<file path="src/streamer_pkg.sv">
// Streamer defaults for channel count, FIFO depth and block length
// Controller states and configuration field selectors
package streamer_pkg;

  // Load channels X, W and Y
  localparam int unsigned NUM_SOURCES = 3;

  // Words held per load channel output FIFO
  localparam int unsigned FIFO_DEPTH = 2;

  // Block length width in words
  localparam int unsigned LEN_W = 8;

  // Register hit by a configuration write
  typedef enum logic {
    CFG_BASE = 1'b0,
    CFG_LEN  = 1'b1
  } cfg_field_e;

  // Controller FSM
  typedef enum logic [1:0] {
    IDLE   = 2'd0,
    RUN    = 2'd1,
    FINISH = 2'd2
  } ctrl_state_e;

endpackage

</file>
<file path="src/mem_pkg.sv">
// Memory port word and address widths
// Encoding of the memory request operation
package mem_pkg;

  // Word width of the memory port and of every stream
  localparam int unsigned DATA_W = 32;

  // Word address width
  localparam int unsigned ADDR_W = 16;

  // Operation carried by a memory request
  typedef enum logic {
    MEM_READ  = 1'b0,
    MEM_WRITE = 1'b1
  } mem_op_e;

endpackage
</file>
<file path="src/streamer_top.sv">
// Streamer top level: controller, load channels,
// store channel and load/store memory arbiter
`timescale 1ns/1ps

module streamer_top #(
  parameter  int unsigned NUM_SOURCES = streamer_pkg::NUM_SOURCES,
  parameter  int unsigned DATA_W      = mem_pkg::DATA_W,
  parameter  int unsigned ADDR_W      = mem_pkg::ADDR_W,
  parameter  int unsigned FIFO_DEPTH  = streamer_pkg::FIFO_DEPTH,
  localparam int unsigned CHAN_W      = $clog2(NUM_SOURCES + 1)
) (
  input  logic                               clk_i,
  input  logic                               rst_n_i,
  input  logic                               cfg_we_i,
  input  logic [CHAN_W-1:0]                  cfg_chan_i,
  input  streamer_pkg::cfg_field_e           cfg_field_i,
  input  logic [ADDR_W-1:0]                  cfg_wdata_i,
  input  logic                               start_i,
  input  logic [NUM_SOURCES-1:0]             src_ready_i,
  input  logic                               z_valid_i,
  input  logic [DATA_W-1:0]                  z_data_i,
  input  logic                               mem_gnt_i,
  input  logic                               mem_rvalid_i,
  input  logic [DATA_W-1:0]                  mem_rdata_i,
  output logic                               busy_o,
  output logic                               done_o,
  output logic [NUM_SOURCES-1:0]             src_valid_o,
  output logic [NUM_SOURCES-1:0][DATA_W-1:0] src_data_o,
  output logic                               z_ready_o,
  output logic                               mem_req_o,
  output logic                               mem_we_o,
  output logic [ADDR_W-1:0]                  mem_addr_o,
  output logic [DATA_W-1:0]                  mem_wdata_o
);

  logic                                          job_start;
  logic [NUM_SOURCES:0][ADDR_W-1:0]              job_base;
  logic [NUM_SOURCES:0][streamer_pkg::LEN_W-1:0] job_len;
  // Busy flags, store channel on the top bit
  logic [NUM_SOURCES:0]                          chan_busy;
  logic [NUM_SOURCES-1:0]                        ld_req;
  logic [NUM_SOURCES-1:0][ADDR_W-1:0]            ld_addr;
  logic [NUM_SOURCES-1:0]                        ld_gnt;
  logic [NUM_SOURCES-1:0]                        ld_rvalid;
  logic [DATA_W-1:0]                             ld_rdata;
  logic                                          st_req;
  logic [ADDR_W-1:0]                             st_addr;
  logic [DATA_W-1:0]                             st_wdata;
  logic                                          st_gnt;

  streamer_ctrl #(
    .NUM_SOURCES ( NUM_SOURCES ),
    .ADDR_W      ( ADDR_W      )
  ) i_ctrl (
    .clk_i       ( clk_i       ),
    .rst_n_i     ( rst_n_i     ),
    .cfg_we_i    ( cfg_we_i    ),
    .cfg_chan_i  ( cfg_chan_i  ),
    .cfg_field_i ( cfg_field_i ),
    .cfg_wdata_i ( cfg_wdata_i ),
    .start_i     ( start_i     ),
    .chan_busy_i ( chan_busy   ),
    .job_start_o ( job_start   ),
    .job_base_o  ( job_base    ),
    .job_len_o   ( job_len     ),
    .busy_o      ( busy_o      ),
    .done_o      ( done_o      )
  );

  // One load channel per source stream
  for (genvar i = 0; i < NUM_SOURCES; i++) begin : gen_source
    stream_source #(
      .DATA_W      ( DATA_W         ),
      .ADDR_W      ( ADDR_W         ),
      .FIFO_DEPTH  ( FIFO_DEPTH     )
    ) i_source (
      .clk_i       ( clk_i          ),
      .rst_n_i     ( rst_n_i        ),
      .job_start_i ( job_start      ),
      .base_i      ( job_base[i]    ),
      .len_i       ( job_len[i]     ),
      .gnt_i       ( ld_gnt[i]      ),
      .rvalid_i    ( ld_rvalid[i]   ),
      .rdata_i     ( ld_rdata       ),
      .src_ready_i ( src_ready_i[i] ),
      .req_o       ( ld_req[i]      ),
      .addr_o      ( ld_addr[i]     ),
      .busy_o      ( chan_busy[i]   ),
      .src_valid_o ( src_valid_o[i] ),
      .src_data_o  ( src_data_o[i]  )
    );
  end

  stream_sink #(
    .DATA_W      ( DATA_W                 ),
    .ADDR_W      ( ADDR_W                 )
  ) i_sink (
    .clk_i       ( clk_i                  ),
    .rst_n_i     ( rst_n_i                ),
    .job_start_i ( job_start              ),
    .base_i      ( job_base[NUM_SOURCES]  ),
    .len_i       ( job_len[NUM_SOURCES]   ),
    .z_valid_i   ( z_valid_i              ),
    .z_data_i    ( z_data_i               ),
    .gnt_i       ( st_gnt                 ),
    .z_ready_o   ( z_ready_o              ),
    .req_o       ( st_req                 ),
    .addr_o      ( st_addr                ),
    .wdata_o     ( st_wdata               ),
    .busy_o      ( chan_busy[NUM_SOURCES] )
  );

  mem_ldst_arbiter #(
    .NUM_SOURCES  ( NUM_SOURCES  ),
    .DATA_W       ( DATA_W       ),
    .ADDR_W       ( ADDR_W       )
  ) i_arbiter (
    .clk_i        ( clk_i        ),
    .rst_n_i      ( rst_n_i      ),
    .ld_req_i     ( ld_req       ),
    .ld_addr_i    ( ld_addr      ),
    .st_req_i     ( st_req       ),
    .st_addr_i    ( st_addr      ),
    .st_wdata_i   ( st_wdata     ),
    .mem_gnt_i    ( mem_gnt_i    ),
    .mem_rvalid_i ( mem_rvalid_i ),
    .mem_rdata_i  ( mem_rdata_i  ),
    .ld_gnt_o     ( ld_gnt       ),
    .ld_rvalid_o  ( ld_rvalid    ),
    .ld_rdata_o   ( ld_rdata     ),
    .st_gnt_o     ( st_gnt       ),
    .mem_req_o    ( mem_req_o    ),
    .mem_we_o     ( mem_we_o     ),
    .mem_addr_o   ( mem_addr_o   ),
    .mem_wdata_o  ( mem_wdata_o  )
  );

endmodule

</file>
<file path="src/mem_ldst_arbiter.sv">
// Load/store arbiter onto one req/gnt memory port:
// store first, round-robin loads, read response routing
`timescale 1ns/1ps

module mem_ldst_arbiter #(
  parameter  int unsigned NUM_SOURCES = streamer_pkg::NUM_SOURCES,
  parameter  int unsigned DATA_W      = mem_pkg::DATA_W,
  parameter  int unsigned ADDR_W      = mem_pkg::ADDR_W,
  localparam int unsigned IDX_W       = (NUM_SOURCES > 1) ? $clog2(NUM_SOURCES) : 1
) (
  input  logic                                clk_i,
  input  logic                                rst_n_i,
  input  logic [NUM_SOURCES-1:0]              ld_req_i,
  input  logic [NUM_SOURCES-1:0][ADDR_W-1:0]  ld_addr_i,
  input  logic                                st_req_i,
  input  logic [ADDR_W-1:0]                   st_addr_i,
  input  logic [DATA_W-1:0]                   st_wdata_i,
  input  logic                                mem_gnt_i,
  input  logic                                mem_rvalid_i,
  input  logic [DATA_W-1:0]                   mem_rdata_i,
  output logic [NUM_SOURCES-1:0]              ld_gnt_o,
  output logic [NUM_SOURCES-1:0]              ld_rvalid_o,
  output logic [DATA_W-1:0]                   ld_rdata_o,
  output logic                                st_gnt_o,
  output logic                                mem_req_o,
  output logic                                mem_we_o,
  output logic [ADDR_W-1:0]                   mem_addr_o,
  output logic [DATA_W-1:0]                   mem_wdata_o
);

  logic [IDX_W-1:0]  rr_q;
  logic [IDX_W-1:0]  rr_idx;
  logic              rr_any;
  logic [IDX_W-1:0]  sel_idx;
  logic              sel_store;
  logic              sel_load;
  logic              hold_q;
  logic              hold_store_q;
  logic [IDX_W-1:0]  hold_idx_q;
  logic              rd_pend_q;
  logic [IDX_W-1:0]  rd_idx_q;
  mem_pkg::mem_op_e  op;

  // Round-robin search begins after the last granted load
  always_comb begin : rr_search
    int unsigned cand;
    rr_idx = '0;
    rr_any = 1'b0;
    for (int unsigned k = 1; k <= NUM_SOURCES; k++) begin
      cand = (int'(rr_q) + k) % NUM_SOURCES;
      if (!rr_any && ld_req_i[cand]) begin
        rr_any = 1'b1;
        rr_idx = IDX_W'(cand);
      end
    end
  end

  // An ungranted request stays on the port, a new store waits behind it
  always_comb begin
    if (hold_q) begin
      sel_store = hold_store_q;
      sel_load  = !hold_store_q;
      sel_idx   = hold_idx_q;
    end else begin
      sel_store = st_req_i;
      sel_load  = !st_req_i && rr_any;
      sel_idx   = rr_idx;
    end
  end

  assign op          = sel_store ? mem_pkg::MEM_WRITE : mem_pkg::MEM_READ;
  assign mem_req_o   = sel_store || sel_load;
  assign mem_we_o    = (op == mem_pkg::MEM_WRITE);
  assign mem_addr_o  = sel_store ? st_addr_i : ld_addr_i[sel_idx];
  // Write data only on writes, keeps a waiting read request steady
  assign mem_wdata_o = sel_store ? st_wdata_i : '0;

  assign st_gnt_o = mem_gnt_i && sel_store;
  assign ld_gnt_o = (mem_gnt_i && sel_load) ? (NUM_SOURCES'(1) << sel_idx) : '0;

  // Response is one cycle after the grant, only the owner sees rvalid
  assign ld_rvalid_o = (mem_rvalid_i && rd_pend_q) ? (NUM_SOURCES'(1) << rd_idx_q) : '0;
  assign ld_rdata_o  = mem_rdata_i;

  always_ff @(posedge clk_i or negedge rst_n_i) begin
    if (!rst_n_i) begin
      rr_q         <= IDX_W'(NUM_SOURCES - 1);
      hold_q       <= 1'b0;
      hold_store_q <= 1'b0;
      hold_idx_q   <= '0;
      rd_pend_q    <= 1'b0;
      rd_idx_q     <= '0;
    end else begin
      hold_q       <= mem_req_o && !mem_gnt_i;
      hold_store_q <= sel_store;
      hold_idx_q   <= sel_idx;
      rd_pend_q    <= mem_req_o && mem_gnt_i && (op == mem_pkg::MEM_READ);
      rd_idx_q     <= sel_idx;
      if (mem_gnt_i && sel_load) rr_q <= sel_idx;
    end
  end

endmodule

</file>
<file path="src/stream_sink.sv">
// Store channel: captures one result word at a time
// and issues its write to the next block address
`timescale 1ns/1ps

module stream_sink #(
  parameter int unsigned DATA_W = mem_pkg::DATA_W,
  parameter int unsigned ADDR_W = mem_pkg::ADDR_W
) (
  input  logic                           clk_i,
  input  logic                           rst_n_i,
  input  logic                           job_start_i,
  input  logic [ADDR_W-1:0]              base_i,
  input  logic [streamer_pkg::LEN_W-1:0] len_i,
  input  logic                           z_valid_i,
  input  logic [DATA_W-1:0]              z_data_i,
  input  logic                           gnt_i,
  output logic                           z_ready_o,
  output logic                           req_o,
  output logic [ADDR_W-1:0]              addr_o,
  output logic [DATA_W-1:0]              wdata_o,
  output logic                           busy_o
);

  logic                           busy_q;
  logic                           full_q;
  logic [streamer_pkg::LEN_W-1:0] left_q;
  logic [ADDR_W-1:0]              addr_q;
  logic [DATA_W-1:0]              wdata_q;
  logic                           capture;
  logic                           written;

  // Held word blocks the result stream until written
  assign z_ready_o = busy_q && !full_q;
  assign capture   = z_valid_i && z_ready_o;
  assign req_o     = full_q;
  assign written   = full_q && gnt_i;
  assign addr_o    = addr_q;
  assign wdata_o   = wdata_q;
  assign busy_o    = busy_q;

  always_ff @(posedge clk_i or negedge rst_n_i) begin
    if (!rst_n_i) begin
      busy_q <= 1'b0;
      full_q <= 1'b0;
      left_q <= '0;
    end else if (job_start_i) begin
      busy_q <= (len_i != '0);
      full_q <= 1'b0;
      left_q <= len_i;
    end else if (written) begin
      full_q <= 1'b0;
      left_q <= left_q - 1'b1;
      // Last grant closes the job
      if (left_q == 1) busy_q <= 1'b0;
    end else if (capture) begin
      full_q <= 1'b1;
    end
  end

  always_ff @(posedge clk_i) begin
    if (job_start_i) addr_q <= base_i;
    else if (written) addr_q <= addr_q + 1'b1;
    if (capture) wdata_q <= z_data_i;
  end

endmodule

</file>
<file path="src/stream_source.sv">
// Load channel: linear read address generator, credit counter
// bounding outstanding words, and output FIFO feeding a valid/ready stream
`timescale 1ns/1ps

module stream_source #(
  parameter int unsigned DATA_W     = mem_pkg::DATA_W,
  parameter int unsigned ADDR_W     = mem_pkg::ADDR_W,
  parameter int unsigned FIFO_DEPTH = streamer_pkg::FIFO_DEPTH
) (
  input  logic                           clk_i,
  input  logic                           rst_n_i,
  input  logic                           job_start_i,
  input  logic [ADDR_W-1:0]              base_i,
  input  logic [streamer_pkg::LEN_W-1:0] len_i,
  input  logic                           gnt_i,
  input  logic                           rvalid_i,
  input  logic [DATA_W-1:0]              rdata_i,
  input  logic                           src_ready_i,
  output logic                           req_o,
  output logic [ADDR_W-1:0]              addr_o,
  output logic                           busy_o,
  output logic                           src_valid_o,
  output logic [DATA_W-1:0]              src_data_o
);

  localparam int unsigned PTR_W = (FIFO_DEPTH > 1) ? $clog2(FIFO_DEPTH) : 1;
  localparam int unsigned CNT_W = $clog2(FIFO_DEPTH + 1);

  logic                           busy_q;
  logic [ADDR_W-1:0]              addr_q;
  logic [streamer_pkg::LEN_W-1:0] req_left_q;
  logic [streamer_pkg::LEN_W-1:0] out_left_q;
  logic [CNT_W-1:0]               credit_q;
  logic [CNT_W-1:0]               fill_q;
  logic [PTR_W-1:0]               wr_ptr_q;
  logic [PTR_W-1:0]               rd_ptr_q;
  logic [DATA_W-1:0]              fifo_q [FIFO_DEPTH];
  logic                           issue;
  logic                           pop;

  // Circular pointer step
  function automatic logic [PTR_W-1:0] ptr_next(input logic [PTR_W-1:0] ptr);
    if (ptr == PTR_W'(FIFO_DEPTH - 1)) return '0;
    return ptr + 1'b1;
  endfunction

  // Credits count words in flight plus words buffered,
  // capped at the FIFO depth so a response always has room
  assign req_o       = busy_q && (req_left_q != '0) && (credit_q < CNT_W'(FIFO_DEPTH));
  assign issue       = req_o && gnt_i;
  assign src_valid_o = (fill_q != '0);
  assign src_data_o  = fifo_q[rd_ptr_q];
  assign pop         = src_valid_o && src_ready_i;
  assign addr_o      = addr_q;
  assign busy_o      = busy_q;

  always_ff @(posedge clk_i or negedge rst_n_i) begin
    if (!rst_n_i) begin
      busy_q     <= 1'b0;
      addr_q     <= '0;
      req_left_q <= '0;
      out_left_q <= '0;
      credit_q   <= '0;
      fill_q     <= '0;
      wr_ptr_q   <= '0;
      rd_ptr_q   <= '0;
    end else begin
      if (job_start_i) begin
        // Zero length finishes at once
        busy_q     <= (len_i != '0);
        addr_q     <= base_i;
        req_left_q <= len_i;
        out_left_q <= len_i;
      end else begin
        if (issue) begin
          addr_q     <= addr_q + 1'b1;
          req_left_q <= req_left_q - 1'b1;
        end
        // Job ends when the last word leaves the FIFO
        if (pop) begin
          out_left_q <= out_left_q - 1'b1;
          if (out_left_q == 1) busy_q <= 1'b0;
        end
      end
      case ({issue, pop})
        2'b10:   credit_q <= credit_q + 1'b1;
        2'b01:   credit_q <= credit_q - 1'b1;
        default: credit_q <= credit_q;
      endcase
      case ({rvalid_i, pop})
        2'b10:   fill_q <= fill_q + 1'b1;
        2'b01:   fill_q <= fill_q - 1'b1;
        default: fill_q <= fill_q;
      endcase
      if (rvalid_i) wr_ptr_q <= ptr_next(wr_ptr_q);
      if (pop) rd_ptr_q <= ptr_next(rd_ptr_q);
    end
  end

  // Response word is visible on the stream the next cycle
  always_ff @(posedge clk_i) begin
    if (rvalid_i) fifo_q[wr_ptr_q] <= rdata_i;
  end

endmodule

</file>
<file path="src/streamer_ctrl.sv">
// Streamer controller with per-channel base and length registers,
// job start fan-out and completion detection
`timescale 1ns/1ps

module streamer_ctrl #(
  parameter  int unsigned NUM_SOURCES = streamer_pkg::NUM_SOURCES,
  parameter  int unsigned ADDR_W      = mem_pkg::ADDR_W,
  localparam int unsigned CHAN_W      = $clog2(NUM_SOURCES + 1)
) (
  input  logic                                          clk_i,
  input  logic                                          rst_n_i,
  input  logic                                          cfg_we_i,
  input  logic [CHAN_W-1:0]                             cfg_chan_i,
  input  streamer_pkg::cfg_field_e                      cfg_field_i,
  input  logic [ADDR_W-1:0]                             cfg_wdata_i,
  input  logic                                          start_i,
  input  logic [NUM_SOURCES:0]                          chan_busy_i,
  output logic                                          job_start_o,
  output logic [NUM_SOURCES:0][ADDR_W-1:0]              job_base_o,
  output logic [NUM_SOURCES:0][streamer_pkg::LEN_W-1:0] job_len_o,
  output logic                                          busy_o,
  output logic                                          done_o
);

  streamer_pkg::ctrl_state_e                    state_q;
  streamer_pkg::ctrl_state_e                    state_d;
  logic                                         job_start_q;
  logic [NUM_SOURCES:0][ADDR_W-1:0]             base_q;
  logic [NUM_SOURCES:0][streamer_pkg::LEN_W-1:0] len_q;

  // Index NUM_SOURCES addresses the store channel
  always_ff @(posedge clk_i) begin
    if (cfg_we_i && state_q == streamer_pkg::IDLE && int'(cfg_chan_i) <= NUM_SOURCES) begin
      case (cfg_field_i)
        streamer_pkg::CFG_BASE: base_q[cfg_chan_i] <= cfg_wdata_i;
        default:                len_q[cfg_chan_i]  <= cfg_wdata_i[streamer_pkg::LEN_W-1:0];
      endcase
    end
  end

  // Channels raise busy one cycle after job start,
  // so RUN ignores the flags during the start pulse
  always_comb begin
    state_d = state_q;
    case (state_q)
      streamer_pkg::IDLE: begin
        if (start_i) state_d = streamer_pkg::RUN;
      end
      streamer_pkg::RUN: begin
        if (!job_start_q && chan_busy_i == '0) state_d = streamer_pkg::FINISH;
      end
      default: state_d = streamer_pkg::IDLE;
    endcase
  end

  always_ff @(posedge clk_i or negedge rst_n_i) begin
    if (!rst_n_i) begin
      state_q     <= streamer_pkg::IDLE;
      job_start_q <= 1'b0;
    end else begin
      state_q     <= state_d;
      job_start_q <= (state_q == streamer_pkg::IDLE) && start_i;
    end
  end

  assign job_start_o = job_start_q;
  assign job_base_o  = base_q;
  assign job_len_o   = len_q;
  // Busy drops in the same cycle that done pulses
  assign busy_o      = (state_q == streamer_pkg::RUN);
  assign done_o      = (state_q == streamer_pkg::FINISH);

endmodule

</file>
<file path="config.mk">
export PLATFORM = sky130hd
export DESIGN_NAME = streamer_top
export DESIGN_NICKNAME = d
export VERILOG_FILES = /design/src/streamer_pkg.sv /design/src/mem_pkg.sv /design/src/streamer_top.sv /design/src/mem_ldst_arbiter.sv /design/src/stream_sink.sv /design/src/stream_source.sv /design/src/streamer_ctrl.sv
export SDC_FILE = /design/constraint.sdc
export NUM_CORES = 1
export LEC_CHECK = 0
export BUFFER_PORTS_ARGS = -buffer_cell sky130_fd_sc_hd__buf_2
export CAP_MARGIN = 15
export CORE_MARGIN = 1
export CORE_UTILIZATION = 35
export DETAILED_ROUTE_END_ITERATION = 8
export GPL_ROUTABILITY_DRIVEN = 0
export PLACE_DENSITY_LB_ADDON = 0.08
export SETUP_SLACK_MARGIN = 0.1
export SLEW_MARGIN = 25
export SYNTH_ARGS = -nofsm -noshare
export SYNTH_HDL_FRONTEND = slang
export SYNTH_SLANG_ARGS = --single-unit
</file>
<file path="constraint.sdc">
create_clock -name clk_i -period 2.76 [get_ports clk_i]
set_input_delay 0.276 -clock clk_i [delete_from_list [all_inputs] [get_ports clk_i]]
set_output_delay 0.276 -clock clk_i [all_outputs]
set_load 0.005 [all_outputs]
</file>
**Word-level counts from Yosys, hierarchy flattened**

Memory sizes are Yosys's and may differ from the RTL's.
Index checks and enable logic that the tools add are counted.

- Add/sub/neg operators: 32
- Divide/modulo/power cells: 3
- Magnitude comparators: 9
- Equal/unequal tests: 20
- Shift operators: 2
- Muxes and demuxes: 104
- Bitwise logic cells: 2
- Reduce and logical (&&, ||, !) cells: 72

Operators by type and width:

| kind | count |
|---|---|
| $mux W16 | 11 |
| $mux W8 | 15 |
| $lt A32 B3 Y1 const B | 3 |
| $mod A32 B2 Y32 const B | 3 |
| $add A16 B1 Y16 const B | 4 |
| $bwmux W64 | 1 |
| $reduce_bool A8 Y1 | 7 |
| $sub A8 B1 Y8 const B | 7 |
| $mux W1 | 54 |
| $reduce_bool A2 Y1 | 20 |
| $bmux W16 S2 | 1 |
| $bwmux W32 | 1 |
| $demux W16 S2 | 1 |
| $eq A8 B1 Y1 const B | 4 |
| $mux W32 | 1 |
| $logic_and A1 B1 Y1 | 28 |
| $pmux W2 S2 | 7 |
| $demux W8 S2 | 1 |
| $eq A2 B1 Y1 const B | 7 |
| $eq A2 B2 Y1 const B | 7 |
| $reduce_and A2 Y1 | 7 |
| $add A2 B1 Y2 const B | 6 |
| $mux W2 | 6 |
| $sub A2 B1 Y2 const B | 6 |
| other kinds (17) | 36 |

- Flip-flop bits (word level): 281
- RAM bits: 192
- Output and inout port bits: 152
- Logic and storage cells: 291
- Memories kept: 3

Memories:

| name | words | width | read ports | clocked after Yosys merged registers in | write ports | line | source |
|---|---|---|---|---|---|---|---|
| gen_source[0].i_source.fifo_q | 2 | 32 | 1 | 0 | 1 | stream_source.sv:37 | `logic [DATA_W-1:0] fifo_q [FIFO_DEPTH];` |
| gen_source[1].i_source.fifo_q | 2 | 32 | 1 | 0 | 1 | stream_source.sv:37 |  |
| gen_source[2].i_source.fifo_q | 2 | 32 | 1 | 0 | 1 | stream_source.sv:37 |  |

**Longest topological paths before layout**

Gate-level depths: netlist of run 1.

- Word-level depth: 19
- Mapped depth: 15

**By module**

Synthesis of run 1 repeated with hierarchy kept, for this count alone.

- Cell total of the unflattened synthesis: 1,561
- Area, all modules: 21,190.3 um2

By module, submodules not included:

| module | times used | cells each | area each (um2) |
|---|---|---|---|
| stream_source at gen_source[0].i_source ... | 2 | 331 | 4,591.9 |
| stream_source at gen_source[2].i_source | 1 | 333 | 4,594.4 |
| streamer_ctrl | 1 | 120 | 3,091.7 |
| stream_sink | 1 | 187 | 2,484.9 |
| mem_ldst_arbiter | 1 | 259 | 1,835.5 |

**Worst setup path before layout of run 1**

OpenSTA, ideal clock, no wires.

- Path type: register to register
- From: register gen_source[2].i_source.req_left_q[5] (netlist bit)
- To: register gen_source[0].i_source.credit_q[1]
- Setup time: 0.079 ns
- Arrival: 2.832 ns
- Required time: 2.681 ns
- Path slack: -0.151 ns
- Cell stages (with the launch flop): 12
- Buffers on the path: 1
- Cells stage by stage: dfrtp_1 -> or4_4 -> o311a_1 -> o211ai_1 -> nand3_1 -> inv_2 -> nor3_1 -> inv_1 -> buf_2 -> ha_1 -> nor2_1 -> xor2_1

- Word-level cells in the longest chain between the ends: 19

RTL lines:

| item | line | source |
|---|---|---|
| start, declared | stream_source.sv:31 | `logic [streamer_pkg::LEN_W-1:0] req_left_q;` |
| start signal, assigned | stream_source.sv:72 | `req_left_q <= len_i;` |
| start signal, assigned | stream_source.sv:77 | `req_left_q <= req_left_q - 1'b1;` |
| $reduce_bool A8 Y1 (*) | stream_source.sv:49 | `assign req_o = busy_q && (req_left_q != '0) && (credit_q < CNT_W'(FIFO_DEPTH));` |
| $logic_and A1 B1 Y1 (*) (2 in a row) | stream_source.sv:49 |  |
| $bmux W1 S2 | mem_ldst_arbiter.sv:51 | `if (!rr_any && ld_req_i[cand]) begin` |
| $mux W1 (implied by the code) | mem_ldst_arbiter.sv:51 |  |
| $mux W1 | mem_ldst_arbiter.sv:51 |  |
| $logic_not A1 Y1 | mem_ldst_arbiter.sv:51 |  |
| $logic_and A1 B1 Y1 | mem_ldst_arbiter.sv:51 |  |
| $mux W1 | mem_ldst_arbiter.sv:51 |  |
| [2 not listed] | -- |  |
| $mux W1 | mem_ldst_arbiter.sv:51 |  |
| $logic_and A1 B1 Y1 | mem_ldst_arbiter.sv:66 | `sel_load = !st_req_i && rr_any;` |
| $mux W1 | mem_ldst_arbiter.sv:60 | `if (hold_q) begin` |
| $logic_and A1 B1 Y1 | mem_ldst_arbiter.sv:79 | `assign ld_gnt_o = (mem_gnt_i && sel_load) ? (NUM_SOURCES'(1) << sel_idx) : '0;` |
| $mux W3 (*) | mem_ldst_arbiter.sv:79 |  |
| $logic_and A1 B1 Y1 (*) | stream_source.sv:50 | `assign issue = req_o && gnt_i;` |
| $eq A2 B1 Y1 / $eq A2 B2 Y1 (equally long branches) | stream_source.sv:85 | `case ({issue, pop})` |
| $pmux W2 S2 / $reduce_bool A2 Y1 (equally long branches) | -- |  |
| end signal, assigned | stream_source.sv:86 | `2'b10: credit_q <= credit_q + 1'b1;` |
| end signal, assigned | stream_source.sv:87 | `2'b01: credit_q <= credit_q - 1'b1;` |
| end signal, assigned | stream_source.sv:88 | `default: credit_q <= credit_q;` |
| end, declared | stream_source.sv:33 | `logic [CNT_W-1:0] credit_q;` |

Mark *: on every way between the ends. The rest lies on a longest branch, timed or not. The select of a mux whose other input is x is not followed.
A chain may end at the register's enable or synchronous reset.

**Worst setup path in the final report of run 1**

- From: register i_arbiter.rr_q[1]
- To: output mem_addr_o[7]

- Word-level cells in the longest chain between the ends: 15

RTL lines:

| item | line | source |
|---|---|---|
| start, declared | mem_ldst_arbiter.sv:31 | `logic [IDX_W-1:0] rr_q;` |
| start signal, assigned | mem_ldst_arbiter.sv:87 | `rr_q <= IDX_W'(NUM_SOURCES - 1);` |
| start signal, assigned | mem_ldst_arbiter.sv:99 | `if (mem_gnt_i && sel_load) rr_q <= sel_idx;` |
| $add A2 B1 Y3 | mem_ldst_arbiter.sv:50 | `cand = (int'(rr_q) + k) % NUM_SOURCES;` |
| $mod A32 B2 Y32 | mem_ldst_arbiter.sv:50 |  |
| $bmux W1 S2 | mem_ldst_arbiter.sv:51 |  |
| $mux W1 (implied by the code) | mem_ldst_arbiter.sv:51 |  |
| $mux W1 | mem_ldst_arbiter.sv:51 |  |
| $logic_not A1 Y1 | mem_ldst_arbiter.sv:51 |  |
| $logic_and A1 B1 Y1 | mem_ldst_arbiter.sv:51 |  |
| $mux W1 | mem_ldst_arbiter.sv:51 |  |
| $logic_not A1 Y1 | mem_ldst_arbiter.sv:51 |  |
| $logic_and A1 B1 Y1 | mem_ldst_arbiter.sv:51 |  |
| $mux W2 (*) | mem_ldst_arbiter.sv:51 |  |
| $mux W2 (*) | mem_ldst_arbiter.sv:60 |  |
| $bmux W16 S2 (*) | mem_ldst_arbiter.sv:74 | `assign mem_addr_o = sel_store ? st_addr_i : ld_addr_i[sel_idx];` |
| $mux W16 (implied by the code) (*) | mem_ldst_arbiter.sv:74 |  |
| $mux W16 (*) | mem_ldst_arbiter.sv:74 |  |
| end, declared | streamer_top.sv:32 | `output logic [ADDR_W-1:0] mem_addr_o,` |

Marks and branches as above.

==> results_dict.tcl, run 1 <==
set metrics [dict create \
    detailed_place_hpwl_microns 41100 \
    syn_inst 1626 \
    crit_path_start "i_arbiter.rr_q[1]" \
    synth_top_cells_by_count "edfxtp_1 (336), dfrtp_1 (136), mux2_2 (118)" \
    peakVddDrop_mv 0.516 \
    grt-ovfl-total 0 \
    max-clock-path-buffers 3 \
    async_flop_share_pct 29.0 \
    io_pins 245 \
    synthTopCellsByArea "edfxtp_1 (48%), dfrtp_1 (16%), mux2_2 (6.3%)" \
    crit_fanout 7 \
    hold_viol_final 0 \
    fin_skew_ns 0.0361 \
    die_area_sq_um 60800 \
    yosysSeqAreaShare_pct 64.5 \
    post-route-util_pct 48.7 \
    syn_area_sq_um 20900 \
    hp-start "cfg_wdata_i[2]" \
    clk_latency_ns 0.62 \
    cts_tree "built" \
    outcome "complete, but fails checks" \
    max_slew.worst_pin.slew_ns 0.767 \
    setup_viol 93 \
    synthMostInstantiatedCell "edfxtp_1" \
    drtIter0Drc 766 \
    whs_ns 0.0834 \
    start_util_pct 35.5 \
    violations "negative setup slack" \
    yosys_warnings 0 \
    grtUsageTotal_pct 20.8 \
    drive_above_1_share_pct 38.1 \
    p_per_area_nw_per_um2 877 \
    grt_setup_unrepaired "yes" \
    grt_pass1_vias 15500 \
    rows 89 \
    required_ns 2.48 \
    min_to "i_ctrl.job_base_o[50]" \
    fin_area_sq_um 28700 \
    ys.flop_type "edfxtp_1" \
    drv_slew 0 \
    yosysUniqueCellTypes 71 \
    vias_per_cell 5.24 \
    core_area_sq_um 59000 \
    cts_max_level 2 \
    endpoint_kind "output port" \
    r2r-start "gen_source[2].i_source.req_left_q[5]" \
    drc_errors 0 \
    synth-seq-cells 473 \
    grt_start_max_net_pins 68 \
    clock_sinks 473 \
    whs_path_depth 1 \
    antenna_found_initial 3 \
    relSlewSlack_pct 48.5 \
    synth_fp_nets 1742 \
    fmax_ghz 0.290 \
    crit_path_start_kind "flop" \
    wl_per_cell_microns 21.9 \
    fin_crit_ns 3.44 \
    worst_slack_ns -0.684 \
    avgSynthCellArea_sq_um 12.9 \
    min_period_over_period_pct 125 \
    path_class "reg -> out" \
    crit_arrival_ns 3.17 \
    worst_hold_path_type "in -> reg" \
    synth_top_area_share_pct 48.2 \
    synth-edff-count 336 \
    syn_to_final_growth_pct 37.2 \
    drtAntennaViolNets 0 \
    grt_pass1_wl_microns 95000 \
    cap_violations 0 \
    clk_pin_slew_ns 0.07 \
    fin_tns_setup_ns -29.59 \
    leakagePower_nw 10.8 \
    vias 15400 \
    place_area_sq_um 24200 \
    cts_made_buffers 53 \
    firstDrtPassIters 5 \
    regToRegSetupSlack_ns -0.56 \
    drt_wl_total_microns 64300 \
    die_h_microns 247 \
    synth_top_area_cell "edfxtp_1" \
    worstRegToRegCells 11 \
    cts_root_buffer "clkbuf_16" \
    nNetsFinal 2235 \
    io_buffers 244 \
    die_w_microns 247 \
    r2r-end "gen_source[0].i_source.req_left_q[7]" \
]
how the worst max path moves through the flow:
stage / endpoint / cells after the start
finish: mem_addr_o[7] / 11
CTS: mem_addr_o[7] / 11
detailed placement: gen_source[1].i_source.credit_q[1] / 12
floorplan: gen_source[2].i_source.addr_o[13] / 10
global placement: gen_source[2].i_source.credit_q[1] / 13
global route: mem_addr_o[13] / 12
logic make-up (layout without fill, tap and decap cells):
family                     Yosys count  count (layout)  share of synthesized area, %
AOI/OAI and AO/OA                  241             241                          8.14
xor gates and xnor gates            66              66                          2.76
adders and majority gates           23              23                          1.37
buffers and inverters              144             681                          2.75
DFF                                473             473                          64.5
muxes                              119             119                          6.39
other                                0               1                             0
and+or+nand+nor                    560             560                          14.0
through the flow:
step	setup WS, ns	std cells	power (mW)
final	-0.684	2937	25.2
after CTS	-0.650	2919	24.8
after global routing	-0.756	2936	26.4
after detailed placement	-0.320	2685	16.0
after global placement	-0.232	2685	16.0
after floorplan	0.00183	1626	13.0
worst max-delay path, cell delays in order (launching register included):
cell and delay [ns]:
dfstp_2 0.54, inv_2 0.05, ha_4 0.16, and2_4 0.13, a211o_1 0.26, o41a_1 0.43
inv_4 0.16, buf_12 0.16, mux2_4 0.31, nand2_2 0.07, a31oi_4 0.09, buf_2 0.16
registers in the layout (all words and copies together) (netlist names), 3 cells and up:
| signal | cells |
|---|---|
| gen_source.i_source.fifo_q | 192 |
| gen_source.i_source.out_left_q | 24 |
| gen_source.i_source.credit_q | 6 |
| gen_source.i_source.fill_q | 6 |
| i_sink.wdata_o | 32 |
| gen_source.i_source.busy_o | 3 |
| i_ctrl.job_len_o | 32 |
| gen_source.i_source.addr_o | 48 |
| i_sink.addr_o | 16 |
| i_sink.left_q | 8 |
| i_ctrl.job_base_o | 64 |
| gen_source.i_source.rd_ptr_q | 3 |
| gen_source.i_source.req_left_q | 24 |
| gen_source.i_source.wr_ptr_q | 3 |
where the power goes:
| part | switching [mW] | internal [mW] | total [mW] |
|---|---|---|---|
| Combinational | 4.68 | 4.26 | 8.94 |
| Clock | 2.94 | 4.21 | 7.15 |
| Sequential | 0.677 | 8.43 | 9.11 |
| Total | 8.30 | 16.9 | 25.2 |
final cells by class:
class,instances,area [sq um]
antenna,1,2.50
clock buffer,74,1520
clock inverter,25,253
fill,5244,30300
inverter,48,195
multi-input combinational,1009,8000
sequential,473,13500
tap,773,967
timing repair buffer,534,4280
repair_timing:
item / in CTS / in global routing
hold buffers: 75 / 0
endpoints found under the setup margin: 98 / 97
resized for setup: 195 / 96
buffers inserted: 56 / 26
pin swaps: 74 / 55
cloned: 8 / 2
endpoints found under the hold margin: 302 / 0
placed cells by master (no fill, tap or decap), types with 22 or more instances in the layout:
master         count
buf_6             52
nand2_1           98
xor2_1            29
clkbuf_16         56
a21oi_1           24
edfxtp_1         336
nor2_1            99
dfrtp_1          135
nand4_1           27
dlygate4sd3_1     75
a31oi_1           34
or4_1             22
nor2b_1           56
buf_4            124
mux2_2           102
buf_2            243
o21ai_0           46
xnor2_1           34
nand3_1           48
inv_1             40
buf_12            25
nor4_1            27
per-layer routing:
metal | vias to the layer above | routed length, microns | part of all wire (%) | global-route usage (%)
met4 | 0 | 2070 | 3.2 | 7.28
met5 | - | 0 | 0 | 0
li1 | 7129 | - | - | -
met1 | 7787 | 28000 | 44 | 27.5
met2 | 370 | 31400 | 49 | 34.7
met3 | 110 | 2720 | 4.2 | 3.17
No activity file was read; power rests on OpenSTA's default activity.
==> inputs of run 2 (changes only) <==
==> constraint.sdc (replaced) <==
create_clock -name clk_i -period 2.76 [get_ports clk_i]
set_input_delay 0.276 -clock clk_i [delete_from_list [all_inputs] [get_ports clk_i]]
set_output_delay 0.276 -clock clk_i [all_outputs]
set_load 0.1 [all_outputs]
==> results_dict.tcl, run 2 (synthesis gave the netlist of run 1 again) <==
set metrics [dict create \
    p_per_area_nw_per_um2 1080 \
    worst_hold_path_type "in -> reg" \
    r2r-start "gen_source[2].i_source.req_left_q[5]" \
    regArea_sq_um 13500 \
    min_to "i_ctrl.job_base_o[17]" \
    vias_per_cell 5.24 \
    min_period_over_period_pct 126 \
    vias 15300 \
    crit_arrival_ns 3.21 \
    largest_register_ffs 192 \
    io_pins 245 \
    r2r-end "gen_source[1].i_source.addr_o[7]" \
    drc_errors 0 \
    drt_wl_total_microns 63400 \
    clkPwrFrac_pct 23.3 \
    fmax_ghz 0.287 \
    firstDrtPassIters 5 \
    p_sw_share_pct 43.6 \
    cts_made_buffers 53 \
    outcome "complete, but fails checks" \
    hp-start "cfg_wdata_i[1]" \
    cap_violations 0 \
    max-clock-path-buffers 3 \
    fin_crit_ns 3.49 \
    max_slew.worst_pin.slew_ns 0.902 \
    die_area_sq_um 60800 \
    syn_to_final_growth_pct 37.6 \
    io_buffers 244 \
    slowest_stage "dfstp_2" \
    endpoint_kind "output port" \
    crit_path_start_kind "flop" \
    cts_root_buffer "clkbuf_16" \
    worstRegToRegCells 11 \
    grt_start_max_net_pins 66 \
    intPower_mw 17.6 \
    drtAntennaViolNets 0 \
    clk_pin_slew_ns 0.06 \
    pre_cts_ws_ns -0.260 \
    multi_input_area_sq_um 8000 \
    path_cells "ha_1 -> a211o_1 -> o41a_1 -> inv_4 -> buf_12 -> buf_12 -> mux2_4 -> nand2_2 -> a31oi_4 -> buf_12" \
    path_class "reg -> out" \
    grtUsageTotal_pct 20.3 \
    whs_path_depth 1 \
    rows 89 \
    peakVddDrop_mv 0.901 \
    hold_viol_final 0 \
    drv_slew 0 \
    cts_max_level 2 \
    drive_above_1_share_pct 37.5 \
    clock_sinks 473 \
    seqPwrFrac_pct 29.4 \
    fin_skew_ns 0.0168 \
    fin_tns_setup_ns -23.71 \
    detailed_place_hpwl_microns 41600 \
    crit_fanout 8 \
    wl_per_cell_microns 21.7 \
    core_area_sq_um 59000 \
    fill_cells 5297 \
    grt_setup_unrepaired "yes" \
    leakagePower_nw 10.7 \
    grt-ovfl-total 0 \
    setup_viol 93 \
    cts_tree "built" \
    mostFrequentLayoutCells "edfxtp_1 (336), buf_2 (193), buf_4 (146)" \
    die_w_microns 247 \
    clk_latency_ns 0.61 \
    start_util_pct 35.5 \
    nNetsFinal 2216 \
    p_total_mw 31.2 \
    p_comb_share_pct 47.3 \
    worst_slack_ns -0.728 \
    diodes 0 \
    relSlewSlack_pct 39.6 \
    drtIter0Drc 968 \
    cp_common_cell "buf_12" \
    layout_commonest_cell "edfxtp_1" \
    required_ns 2.48 \
    p_switching_mw 13.6 \
    slowest_delay_ns 0.54 \
    grt_pass1_vias 15000 \
    die_h_microns 247 \
    violations "negative setup slack" \
    antenna_found_initial 1 \
    regToRegSetupSlack_ns -0.43 \
    top_register "gen_source.i_source.fifo_q" \
    grt_pass1_wl_microns 93900 \
]
[run 2: worst max path at each step]
stage,startpoint,endpoint,slack (ns),cells past startpoint
3_5_place_dp,i_arbiter.rr_q[1],gen_source[2].i_source.addr_o[15],-0.26,10
6_report,i_arbiter.rr_q[1],mem_addr_o[7],-0.73,10
5_1_grt,i_arbiter.rr_q[0],mem_addr_o[7],-0.83,12
3_3_place_gp,i_arbiter.rr_q[1],gen_source[2].i_source.req_left_q[5],-0.25,10
2_1_floorplan,gen_source[2].i_source.req_left_q[5],mem_addr_o[4],-0.43,9
4_1_cts,i_arbiter.rr_q[1],mem_addr_o[4],-0.84,12
[run 2: worst max-delay path: cells and delay by family (launching register included)]
| kind | cells | cell delay, ns |
|---|---|---|
| compound gates | 3 | 0.79 |
| fa+ha+maj | 1 | 0.29 |
| buf+inv | 4 | 0.58 |
| flops | 1 | 0.54 |
| mux | 1 | 0.31 |
| simple gates | 1 | 0.08 |
[run 2: final cells by class]
cell class | count | share of cell area (%)
repair buffers | 515 | 15.0
clock buffers | 79 | 5.25
clock inverters | 21 | 0.972
well taps | 773 | 3.36
multi-input cells | 1009 | 27.8
flip-flops and latches | 473 | 46.9
inverters | 48 | 0.686
[run 2: power by group through the flow]
stage               logic [mW]  registers (mW)  clock network [mW]
finish                    14.8            9.19                7.27
floorplan                 9.50            8.97                   0
global route              15.5            9.29                7.74
global placement          13.1            9.28                   0
detailed placement        13.1            9.29                   0
CTS                       13.9            9.17                7.46
[run 2: per-stage QoR]
stage | std cells | cell area (sq um) | utilization (%) | hold WS (ns)
after floorplan | 1626 | 21300 | - | -0.0196
after global placement | 2699 | 24700 | 41.8 | 0.335
after detailed placement | 2699 | 24700 | 41.8 | 0.324
after CTS | 2894 | 28000 | 47.4 | 0.0250
after global routing | 2918 | 28800 | 48.8 | 0.0332
final | 2918 | 28800 | 48.8 | 0.0483
[run 2: timing repair]
action | 4_1_cts | 5_1_grt
pin swaps | 35 | 58
setup buffers | 16 | 21
setup endpoints to repair | 120 | 118
gates resized for setup | 129 | 139
cloned | 3 | 6
hold endpoints to repair | 324 | 0
hold buffers | 76 | 0
[run 2: metal layers]
layer	global-route usage, %	share of wire, %	vias to the layer above
met3	2.82	4.4	69
met1	28.7	46	7757
met5	0	0	-
li1	-	-	7101
met4	4.58	1.9	0
met2	33.0	48	372
